[src/design/keccak_pkg.sv]
// Keccak-f[1600] shared definitions
// State geometry, lane and box types, rho rotation offsets,
// iota round constants, round control types, and the
// conversions between the flat bit array and the lane box
package keccak_pkg;

  ////////////////////////////////////////////////////////////
  // Geometry
  ////////////////////////////////////////////////////////////

  // Flat state and lane widths, Keccak-f[1600] only
  localparam int StateW = 1600;
  localparam int LaneW = 64;

  // Keccak-f round count, 12 + 2*log2(LaneW)
  localparam int NumRounds = 24;
  localparam int RndW = 5;

  ////////////////////////////////////////////////////////////
  // State types
  ////////////////////////////////////////////////////////////

  // Flat state, bit LaneW*(5y+x)+z holds (x,y,z)
  typedef logic [StateW-1:0] state_t;

  // One lane along z
  typedef logic [LaneW-1:0] lane_t;

  // Five lanes indexed by x
  typedef lane_t [4:0] plane_t;

  // Full state, indexed [x][y][z]
  typedef lane_t [4:0][4:0] box_t;

  // Rho offsets from FIPS 202 table 2, indexed 5x+y
  // Values above LaneW wrap in the datapath
  localparam int rho_offset [25] = '{
    //  y=0  y=1  y=2  y=3  y=4
        0,   36,  3,   105, 210, // x=0
        1,   300, 10,  45,  66,  // x=1
        190, 6,   171, 15,  253, // x=2
        28,  55,  153, 21,  120, // x=3
        91,  276, 231, 136, 78   // x=4
  };

  // Iota constants, one per round
  localparam lane_t round_const [NumRounds] = '{
    64'h0000_0000_0000_0001, 64'h0000_0000_0000_8082,
    64'h8000_0000_0000_808A, 64'h8000_0000_8000_8000,
    64'h0000_0000_0000_808B, 64'h0000_0000_8000_0001,
    64'h8000_0000_8000_8081, 64'h8000_0000_0000_8009,
    64'h0000_0000_0000_008A, 64'h0000_0000_0000_0088,
    64'h0000_0000_8000_8009, 64'h0000_0000_8000_000A,
    64'h0000_0000_8000_808B, 64'h8000_0000_0000_008B,
    64'h8000_0000_0000_8089, 64'h8000_0000_0000_8003,
    64'h8000_0000_0000_8002, 64'h8000_0000_0000_0080,
    64'h0000_0000_0000_800A, 64'h8000_0000_8000_000A,
    64'h8000_0000_8000_8081, 64'h8000_0000_0000_8080,
    64'h0000_0000_8000_0001, 64'h8000_0000_8000_8008
  };

  ////////////////////////////////////////////////////////////
  // Round control
  ////////////////////////////////////////////////////////////

  typedef enum logic {
    IDLE = 1'b0,
    RUN  = 1'b1
  } ctrl_state_e;

  // Per-cycle control from sequencer to datapath
  typedef struct packed {
    logic            load;    // capture input state
    logic            advance; // capture round result
    logic [RndW-1:0] rnd;     // round index for iota
  } rnd_ctl_t;

  ////////////////////////////////////////////////////////////
  // Conversions
  ////////////////////////////////////////////////////////////

  // Flat array to box, A[x,y,z] = S[w(5y+x)+z]
  function automatic box_t to_box(state_t s);
    box_t b;
    for (int y = 0; y < 5; y++) begin
      for (int x = 0; x < 5; x++) begin
        b[x][y] = s[LaneW*(5*y+x) +: LaneW];
      end
    end
    return b;
  endfunction

  // Box back to flat array
  function automatic state_t to_state(box_t b);
    state_t s;
    for (int y = 0; y < 5; y++) begin
      for (int x = 0; x < 5; x++) begin
        s[LaneW*(5*y+x) +: LaneW] = b[x][y];
      end
    end
    return s;
  endfunction

endpackage
[src/design/keccak_round_ctrl.sv]
// Keccak round sequencer
// IDLE/RUN state machine with a round counter. A start in
// IDLE loads the state, then 24 advance cycles follow with
// an incrementing round index, then done pulses once
module keccak_round_ctrl (
  input  logic                 clk_i,
  input  logic                 rst_i,
  input  logic                 start_i,
  output keccak_pkg::rnd_ctl_t ctl_o,
  output logic                 busy_o,
  output logic                 done_o
);
  import keccak_pkg::*;

  ctrl_state_e     state_q;
  ctrl_state_e     state_d;
  logic [RndW-1:0] rnd_q;
  logic            last_rnd;
  logic            accept;
  logic            done_q;

  // Start only taken while idle, busy starts are dropped
  assign accept = (state_q == IDLE) && start_i;

  // Final round is being written this cycle
  assign last_rnd = (state_q == RUN) && (rnd_q == RndW'(NumRounds - 1));

  ////////////////////////////////////////////////////////////
  // FSM
  ////////////////////////////////////////////////////////////

  always_comb begin
    state_d = state_q;
    unique case (state_q)
      IDLE:    if (accept) state_d = RUN;
      RUN:     if (last_rnd) state_d = IDLE;
      default: state_d = IDLE;
    endcase
  end

  always_ff @(posedge clk_i) begin
    if (rst_i) begin
      state_q <= IDLE;
      rnd_q   <= '0;
      done_q  <= 1'b0;
    end else begin
      state_q <= state_d;
      done_q  <= last_rnd;
      // Round index, restarts from zero each permutation
      if (accept || last_rnd) begin
        rnd_q <= '0;
      end else if (state_q == RUN) begin
        rnd_q <= rnd_q + 1'b1;
      end
    end
  end

  ////////////////////////////////////////////////////////////
  // Outputs
  ////////////////////////////////////////////////////////////

  assign ctl_o.load    = accept;
  assign ctl_o.advance = (state_q == RUN);
  assign ctl_o.rnd     = rnd_q;

  assign busy_o = (state_q == RUN);
  assign done_o = done_q;

  // Index must address a valid constant while running
  rnd_in_range_a: assert property (@(posedge clk_i) disable iff (rst_i)
    (state_q == RUN) |-> (rnd_q < RndW'(NumRounds)));

  // Done is a single-cycle pulse
  done_pulse_a: assert property (@(posedge clk_i) disable iff (rst_i)
    done_o |=> !done_o);

endmodule

[config.mk]
export PLATFORM = sky130hd
export DESIGN_NAME = keccak_round_ctrl
export DESIGN_NICKNAME = d
export VERILOG_FILES = /design/src/design/keccak_pkg.sv /design/src/design/keccak_round_ctrl.sv
export SDC_FILE = /design/constraint.sdc
export NUM_CORES = 1
export LEC_CHECK = 0
export BUFFER_PORTS_ARGS = -buffer_cell sky130_fd_sc_hd__buf_2
export CORE_AREA = 8 8 45 47
export CTS_BUF_LIST = sky130_fd_sc_hd__clkbuf_8
export CTS_CLUSTER_DIAMETER = 150
export CTS_CLUSTER_SIZE = 28
export DETAILED_ROUTE_END_ITERATION = 6
export DIE_AREA = 0 0 53 55
export SYNTH_ARGS = -nofsm -noshare
export SYNTH_HDL_FRONTEND = slang
export SYNTH_SLANG_ARGS = --single-unit
[constraint.sdc]
create_clock -name clk_i -period 2 [get_ports clk_i]
set_clock_uncertainty 0.05 [all_clocks]
set_input_delay 0.4 -clock clk_i [delete_from_list [all_inputs] [get_ports clk_i]]
set_output_delay 0.4 -clock clk_i [all_outputs]
set_load 0.05 [all_outputs]
* Yosys cells after proc, flatten, opt, wreduce, memory -nomap -nowiden
Index checks and enable logic that the tools add are counted.
** Operators by class
- $add $sub $neg :: 1
- Eq/ne operators :: 1
- Muxes and demuxes :: 3
- Bitwise gates (word level) :: 1
- Reduce and logical (&&, ||, !) cells :: 4
** Operators with widths (count)
- adder 5 x 1 -> 5 bit, second input constant :: 1
- == test 5 bit, second input constant :: 1
- logical AND 1 bit :: 2
- two-way mux 1 bit :: 2
- one-hot mux 1 bit (2 select lines) :: 1
- OR reduction 2 bit :: 1
- logical OR 1 bit :: 1
- NOT 1 bit :: 1
** Storage, ports and cells
- Register bits :: 7
- Input port bits :: 3

* Longest topological paths before layout
Gate-level depths: netlist of the first run.
- Word-level depth :: 4
- Gate-level depth with buffers :: 4
- Depth with buffers taken out :: 4

* Worst setup path before layout of the first run
OpenSTA, ideal clock, no wires.
- Path kind :: register to register
- From :: register rnd_q[0]
- To :: register rnd_q[1]
- Arrival time :: 1.465 ns
- Required time :: 1.884 ns
- Path slack :: 0.419 ns
- Stages on the path, launching flop included :: 5
- Period minus slack after synthesis :: 1.581 ns
- Cell sequence :: dfxtp_1 ha_1 and3_4 a311o_2 nor2_1
** On the way
- Longest elaborated chain between the ends :: 4
- Elaborated cells between the ends (all ways) :: 5
** RTL lines
- start, declared :: RTL line keccak_round_ctrl.sv:17 : logic [RndW-1:0] rnd_q;
- start signal, assigned :: RTL line keccak_round_ctrl.sv:53 : rnd_q <= rnd_q + 1'b1;
- parallel branches: the longest is 4 deep, another holds adder 5 x 1 -> 5 bit
Several ways; the timed one is not identified.
A chain may end at the register's enable or synchronous reset.

==> results of run 1 <==
## power breakdown
group | internal [W] | total, W | leakage [nW] | switching, W
Sequential | 0.000144 | 0.000150 | 0.0569 | 0.00000618
Clock | 0.000132 | 0.000187 | 0.0269 | 0.0000551
Combinational | 0.0000126 | 0.0000443 | 0.102 | 0.0000317
Total | 0.000289 | 0.000381 | 0.186 | 0.0000929
## layer usage
metal / track usage / vias to the layer above
met2: 0.0723 / 9
met4: 0.0517 / 0
met5: 0 / -
met3: 0.0401 / 0
li1: - / 134
met1: 0.0563 / 119
## cell families (layout without fill, tap and decap cells)
logic type	Yosys count	count (layout)	share of synthesized area
AOI/OAI and AO/OA	4	4	0.0926
muxes	2	2	0.0618
xor gates and xnor gates	2	2	0.0541
DFF	7	7	0.432
and+or+nand+nor	12	12	0.228
buffers and inverters	4	16	0.0926
adders and majority gates	1	1	0.0386
## path summary, 6_finish.rpt
path / start / endpoint / cells after the start / slack (ns)
hold reg to reg: rnd_q[3] / done_o / 1 / 0.42
hold / removal: rst_i / rnd_q[2] / 2 / 0.35
setup / recovery: busy_o / ctl_o[6] / 2 / 0.41
setup reg to reg: rnd_q[0] / rnd_q[3] / 4 / 0.59
## through the flow
step	cells	setup slack, ns	utilization
global route	60	0.276	0.302
CTS	60	0.383	0.302
detailed placement	56	0.557	0.269
finish	60	0.411	0.302
floorplan	32	0.419	-
global placement	56	0.583	0.269
## worst max-delay path, stage by stage, from the launching register on
cell,delay (ns)
dfxtp_1,0.40
nor2b_1,0.22
buf_2,0.30
## cells in the final DEF, fill, tap and decap left out
cell type	count
buf_2	11
dfxtp_1	7
nor2_1	4
nor2b_1	3
clkbuf_8	3
mux2i_1	2
inv_1	2
xnor2_1	2
and3_4	1
nor3_1	1
nor4bb_1	1
a311o_2	1
nand4_1	1
o21ai_0	1
nand3b_1	1
a21oi_1	1
a311oi_1	1
ha_1	1
## cell type report
type	count	share of cell area
Multi-Input combinational cell	21	0.368
Clock buffer	3	0.0988
Inverter	1	0.00898
Clock inverter	1	0.00898
Sequential cell	7	0.335
Tap cell	16	0.0479
Timing Repair Buffer	11	0.132
## registers in the layout, summed over array words and instances (netlist names)
| name | count |
|---|---|
| done_o | 1 |
| busy_o | 1 |
| rnd_q | 5 |
==> out/metrics.yaml, run 1 <==
global_route:
  gr-total-overflow: 0
  grt_max_degree: 11
  grt_pass1_vias: 273
  grt_pass1_wl_um: 1120
  grt_antenna_before_repair: 0
  grt_use_total: 0.0552
floorplan:
  dieWidth_um: 53
  pin_count: 12
  core_area_mm2: 0.00138
  rows: 14
  die_y_um: 55
  die_area_mm2: 0.00292
  start_util: 0.234
routing:
  dr.pass1.iters: 4
  drc: 0
  wl_um: 695
  drt_iter0_drc: 4
  via_count: 262
  wl_per_cell_um: 11.6
  vias_per_cell: 4.37
  met2_length_um: 291
  top_layer: "met3"
  antenna_left: 0
  routed-wl-met3_um: 103
  wl_met1_um: 300
yosys:
  yosysTopAreaCell: "dfxtp_1"
  yosys_warnings: 0
  synthTopCellsByCount: "7 x dfxtp_1, 4 x nor2_1, 3 x nor2b_1"
  synth.yosys.seq_area_share: 0.432
  synth_area_um2: 324
  synth_edf_count: 0
  synth_nets: 36
  synth_area_leaders: "dfxtp_1 43%, mux2i_1 6.2%, nor2b_1 5.8%"
  yosys_most_used_dff: "dfxtp_1"
  yosysMostFrequentCell: "dfxtp_1"
  ys_types: 18
  netlist_instances: 32
  synth_top_area_frac: 0.432
  synth_seq_cells: 7
  async_flop_share: 0
  syn-mean-instance-area_um2: 10.1
finish:
  multi_input_area_um2: 154
  nets: 49
  layout-drive-gt1-share: 0.364
  areaGrowthSynthToFinish_pct: 29.0
  final_cell_area_um2: 418
  antenna_cells: 0
  n_fill_cell: 164
  regArea_um2: 140
timing:
  hold_slack_ns: 0.349
  fmax_ghz: 0.629
  final_max_slew_viol_count: 0
  rsz0062_at_grt: "no"
  finalHoldViolCount: 0
  post-route-period-util: 0.795
  relSlewSlack: 0.782
  setup_violations: 0
  tightest_slew_ns: 0.327
  fin_crit_ns: 1.59
  final.setup.tns_ns: 0
placement:
  dpl_cell_area_um2: 373
  place.gp.congestion: 0.704
  io_buffers: 11
  hpwl_um: 543
cts:
  clock_sinks: 7
  clock_latency_ns: 0.22
  cts_hold_buf: 0
  cts_tree: "built"
  path_clk_slew_ns: 0.04
  cts_buffers: 3
  cts_resized: 0
  clock-root-buffer: "clkbuf_8"
  h-tree-depth: 1
  clk_path_buf_depth: 2
  cts_setup_buffers: 0
hold_path:
  hold_path_class: "input pin to register"
outcome:
  outcome: "complete, no violations"
setup_path:
  required_ns: 1.55
  crit_path_end_kind: "output pin"
  worstPathArrival_ns: 1.14
  critPathLaunchType: "register"
  path_max_fanout: 10
  worstSetupPathType: "register to output pin"
pwr:
  irDropWorstVdd_mv: 0.249
  pwr_density_cell_mw_per_mm2: 913
  report.power.total_w: 0.000381
  power.leakage_nw: 0.186
run:
  cap_violations: 0
No activity file was read; power rests on OpenSTA's default activity.
==> run 2: changes to the inputs <==
Clock period 2 ns to 1.6 ns, I/O delays scaled along.
==> out/metrics.yaml, run 2 (synthesized netlist as in run 1, its figures left out) <==
global_route:
  grt_pass1_vias: 251  # was 273
  gr-total-overflow: 0  # unchanged
  grt_max_degree: 11  # unchanged
  grt_pass1_wl_um: 1100  # was 1120 um
  grt_antenna_before_repair: 0  # unchanged
  grt_use_total: 0.0563  # was 0.0552
setup_path:
  worstPathArrival_ns: 1.09  # was 1.14 ns
  crit_path_end_kind: "output pin"  # unchanged
  worstSetupPathType: "register to output pin"  # unchanged
  crit_chain: "nor2b_2 -> clkbuf_4"  # was nor2b_1 -> buf_2
  cpPeakStageDelay_ns: 0.40  # about the same
  required_ns: 1.23  # was 1.55 ns
  critPathLaunchType: "register"  # unchanged
  cpMaxStageDelayCell: "dfxtp_1"  # unchanged
  path_max_fanout: 10  # unchanged
cts:
  cts_tree: "built"  # unchanged
  clk_path_buf_depth: 2  # unchanged
  clock_latency_ns: 0.23  # was 0.22 ns
  clock-root-buffer: "clkbuf_8"  # unchanged
  path_clk_slew_ns: 0.04  # about the same
  h-tree-depth: 1  # unchanged
  cts_hold_buf: 0  # unchanged
  clock_sinks: 7  # unchanged
  cts_buffers: 3  # unchanged
run:
  cap_violations: 0  # unchanged
finish:
  nets: 49  # unchanged
  layout-drive-gt1-share: 0.386  # was 0.364
  regArea_um2: 140  # unchanged
  multi_input_area_um2: 156  # was 154 um2
  final_common_cell: "buf_2"  # unchanged
  top_register: "rnd_q"  # unchanged
  areaGrowthSynthToFinish_pct: 30.5  # was 29.0%
  largest_reg_flops: 5  # unchanged
  n_fill_cell: 160  # was 164
  fin_cells: 60  # unchanged
  final_cell_mix: "10 x buf_2, 7 x dfxtp_1, 4 x nor2_1"  # was 11 x buf_2, 7 x dfxtp_1, 4 x nor2_1
  antenna_cells: 0  # unchanged
floorplan:
  die_y_um: 55  # unchanged
  core_area_mm2: 0.00138  # unchanged
  dieWidth_um: 53  # unchanged
  die_area_mm2: 0.00292  # unchanged
  start_util: 0.234  # unchanged
  pin_count: 12  # unchanged
  rows: 14  # unchanged
timing:
  relSlewSlack: 0.765  # was 0.782
  final_max_slew_viol_count: 0  # unchanged
  fin_crit_ns: 1.46
  fmax_ghz: 0.686
  tightest_slew_ns: 0.352  # was 0.327 ns
  rsz0062_at_grt: "no"  # unchanged
  final.setup.tns_ns: 0  # unchanged
  post-route-period-util: 0.911
  hold_slack_ns: 0.271  # was 0.349 ns
  setup_violations: 0  # unchanged
  finalHoldViolCount: 0  # unchanged
pwr:
  power.leakage_nw: 0.187  # was 0.186 nW
  report.power.total_w: 0.000483  # was 0.000381 W
  irDropWorstVdd_mv: 0.301  # was 0.249 mV
  pwr_density_cell_mw_per_mm2: 1140  # was 913 mW/mm2
placement:
  place.gp.congestion: 0.711  # was 0.704
  place_inst: 56  # unchanged
  hpwl_um: 535  # was 543 um
  io_buffers: 11  # unchanged
routing:
  drc: 0  # unchanged
  wl_per_cell_um: 11.3  # was 11.6 um
  antenna_left: 0  # unchanged
  wl_um: 679  # was 695 um
  via_count: 258  # was 262
  vias_per_cell: 4.30  # was 4.37
  dr.pass1.iters: 2  # was 4
  drt_iter0_drc: 3  # was 4
hold_path:
  hold_path_class: "input pin to register"  # unchanged
outcome:
  outcome: "complete, no violations"  # unchanged
==> run 2: area by class of cell <==
type,instances,area share
inverters,1,0.00888
multi-input cells,21,0.370
clock inverters,1,0.00888
flip-flops and latches,7,0.331
repair buffers,11,0.136
clock buffers,3,0.0976
well taps,16,0.0473
==> run 2: where the power goes <==
group | internal (W) | switching, W
logic | 0.0000168 | 0.0000397
registers | 0.000180 | 0.00000789
clock network | 0.000166 | 0.0000735
total | 0.000362 | 0.000121
==> run 2: metrics by stage <==
step | area (um2) | setup slack [ns] | util
6_report | 423 | 0.142 | 0.306
5_1_grt | 423 | 0.0675 | 0.306
4_1_cts | 418 | 0.0442 | 0.302
3_5_place_dp | 373 | 0.195 | 0.269
3_3_place_gp | 373 | 0.210 | 0.269
2_1_floorplan | 324 | 0.0194 | -
==> run 2: worst max-delay path, delay by kind of cell (launching register included) <==
family                 cells  cell delay [ns]
buffers and inverters      1             0.26
flip-flops                 1             0.40
AND/OR/NAND/NOR            1             0.20
==> run 2: path summary, 6_finish.rpt <==
check | start | to | slack, ns | cells after the start
worst max-delay path | busy_o | ctl_o[6] | 0.14 | 2
worst min-delay path | rst_i | rnd_q[2] | 0.27 | 2
worst max register to register | rnd_q[0] | rnd_q[3] | 0.19 | 4
worst min register to register | rnd_q[3] | done_o | 0.41 | 1
==> run 2: per-layer routing <==
layer,global-route usage,up-vias,wire (um)
met5,0,-,0
met2,0.0703,9,301
met3,0.0401,0,103
li1,-,136,-
met1,0.0561,113,273
met4,0.0647,0,0
==> run 2: repair_timing <==
action,in CTS,in global routing
endpoints found under the setup margin,0,1
gates resized for setup,0,2
buffers inserted,0,0
==> run 3: changes to the inputs <==
Clock period 1.6 ns to 1.49 ns, I/O delays scaled along.
==> out/metrics.yaml, run 3 (synthesized netlist as in run 1, its figures left out) <==
outcome:
  outcome: "complete, no violations"  # unchanged
global_route:
  grt_use_total: 0.0602  # was 0.0563
  grt_pass1_vias: 286  # was 251
  grt_antenna_before_repair: 0  # unchanged
  gr-total-overflow: 0  # unchanged
  grt_max_degree: 7  # was 11
  grt_pass1_wl_um: 1210  # was 1100 um
setup_path:
  crit_path_end_kind: "register"  # was output pin
  path_max_fanout: 4  # was 10
  worstReg2RegStart: "rnd_q[0]"  # unchanged
  rr_endpoint: "rnd_q[1]"  # was rnd_q[3]
  worstSetupPathType: "register to register"  # was register to output pin
  critPathLaunchType: "register"  # unchanged
  rrSetupSlack_ns: 0.11  # was 0.19 ns
  worstPathArrival_ns: 1.49  # was 1.09 ns
  crit_start: "rnd_q[0]"  # was busy_o
  reg2regPathDepth: 4  # unchanged
  cp-endpoint: "rnd_q[1]"  # was ctl_o[6]
  required_ns: 1.60  # was 1.23 ns
floorplan:
  rows: 14  # unchanged
  start_util: 0.234  # unchanged
  die_y_um: 55  # unchanged
  dieWidth_um: 53  # unchanged
  die_area_mm2: 0.00292  # unchanged
  core_area_mm2: 0.00138  # unchanged
  pin_count: 12  # unchanged
timing:
  final_max_slew_viol_count: 0  # unchanged
  fin_ws_ns: 0.106  # was 0.142 ns
  final.setup.tns_ns: 0  # unchanged
  fmax_ghz: 0.723
  tightest_slew_ns: 0.253  # was 0.352 ns
  rsz0062_at_grt: "no"  # unchanged
  relSlewSlack: 0.833  # was 0.765
  setup_violations: 0  # unchanged
  fin_crit_ns: 1.38
  post-route-period-util: 0.929
  finalHoldViolCount: 0  # unchanged
cts:
  h-tree-depth: 1  # unchanged
  clock-root-buffer: "clkbuf_8"  # unchanged
  cts_buffers: 3  # unchanged
  clk_path_buf_depth: 2  # unchanged
  cts_tree: "built"  # unchanged
  path_clk_slew_ns: 0.04  # about the same
  cts_setup_buffers: 0  # unchanged
  clock_sinks: 7  # unchanged
  cts_hold_buf: 0  # unchanged
  clock_latency_ns: 0.23  # about the same
  cts_resized: 0  # unchanged
placement:
  place.gp.congestion: 0.678  # was 0.711
  place_inst: 57  # was 56
  hpwl_um: 532  # was 535 um
  preCtsSetupSlack_ns: 0.117  # was 0.195 ns
  io_buffers: 11  # unchanged
run:
  cap_violations: 0  # unchanged
finish:
  final_cell_mix: "10 x buf_2, 5 x dfxtp_1, 4 x nor2_1"  # was 10 x buf_2, 7 x dfxtp_1, 4 x nor2_1
  n_fill_cell: 146  # was 160
  multi_input_area_um2: 156  # unchanged
  nets: 50  # was 49
  top_register: "rnd_q"  # unchanged
  final_common_cell: "buf_2"  # unchanged
  areaGrowthSynthToFinish_pct: 33.6  # was 30.5%
  antenna_cells: 0  # unchanged
  regArea_um2: 143  # was 140 um2
  fin_cells: 61  # was 60
  layout-drive-gt1-share: 0.444  # was 0.386
  utilization: 0.313  # was 0.306
  largest_reg_flops: 5  # unchanged
routing:
  dr.pass1.iters: 3  # was 2
  drt_iter0_drc: 2  # was 3
  drc: 0  # unchanged
  via_count: 274  # was 258
  wl_per_cell_um: 12.0  # was 11.3 um
  vias_per_cell: 4.49  # was 4.30
  wl_um: 730  # was 679 um
  antenna_left: 0  # unchanged
hold_path:
  hold_path_class: "input pin to register"  # unchanged
pwr:
  irDropWorstVdd_mv: 0.409  # was 0.301 mV
  clkPwrFrac: 0.502  # was 0.495
  netSwitchingFraction: 0.263  # was 0.251
  seqPwrFrac: 0.374  # was 0.388
  p_comb_frac: 0.124  # was 0.117
  p_int_w: 0.000392  # was 0.000362 W
  pwr_density_cell_mw_per_mm2: 1230  # was 1140 mW/mm2
  report.power.total_w: 0.000533  # was 0.000483 W
  power.leakage_nw: 0.193  # was 0.187 nW
  p_sw_w: 0.000140  # was 0.000121 W
run 3: cell count changes in the layout (fill, tap and decap cells not counted):
cell     delta
dfxtp_2     +2
dfxtp_1     -2
buf_4       +1
run 3: how the worst min path moves through the flow:
stage	to	slack, ns	cells after the start	from
2_1_floorplan	rnd_q[2]	0.32	1	rst_i
3_3_place_gp	done_o	0.42	1	rnd_q[3]
3_5_place_dp	done_o	0.42	1	rnd_q[3]
4_1_cts	rnd_q[2]	0.24	2	rst_i
5_1_grt	done_o	0.25	2	rst_i
6_report	rnd_q[2]	0.24	2	rst_i
run 3: cell type report:
class	count	share of cell area
Tap cell	16	0.0462
Inverter	1	0.00867
Multi-Input combinational cell	21	0.361
Timing Repair Buffer	12	0.150
Clock inverter	1	0.00867
Sequential cell	7	0.329
Clock buffer	3	0.0954
run 3: power by group through the flow:
stage | Clock (W) | Sequential, W | Combinational [W]
floorplan | 0 | 0.000217 | 0.0000403
global placement | 0 | 0.000202 | 0.0000650
detailed placement | 0 | 0.000202 | 0.0000651
CTS | 0.000274 | 0.000199 | 0.0000656
global route | 0.000286 | 0.000200 | 0.0000705
finish | 0.000267 | 0.000199 | 0.0000662
run 3: layer usage:
| layer | routed length [um] | track usage | part of all wire | vias to the layer above |
|---|---|---|---|---|
| li1 | - | - | - | 137 |
| met2 | 245 | 0.0801 | 0.34 | 15 |
| met3 | 125 | 0.0508 | 0.17 | 3 |
| met1 | 337 | 0.0625 | 0.46 | 119 |
| met4 | 21 | 0.0388 | 0.029 | 0 |
| met5 | 0 | 0 | 0 | - |
run 3: critical path: stages (launching register included):
cell and delay, ns:
dfxtp_2 0.33, ha_1 0.22, and3_4 0.20, a311o_2 0.40
nor2_1 0.11
run 3: stage by stage:
step	hold slack, ns	instance area, um2
finish	0.241	433
global route	0.252	433
CTS	0.242	428
detailed placement	0.417	383
global placement	0.417	383
floorplan	0.317	327
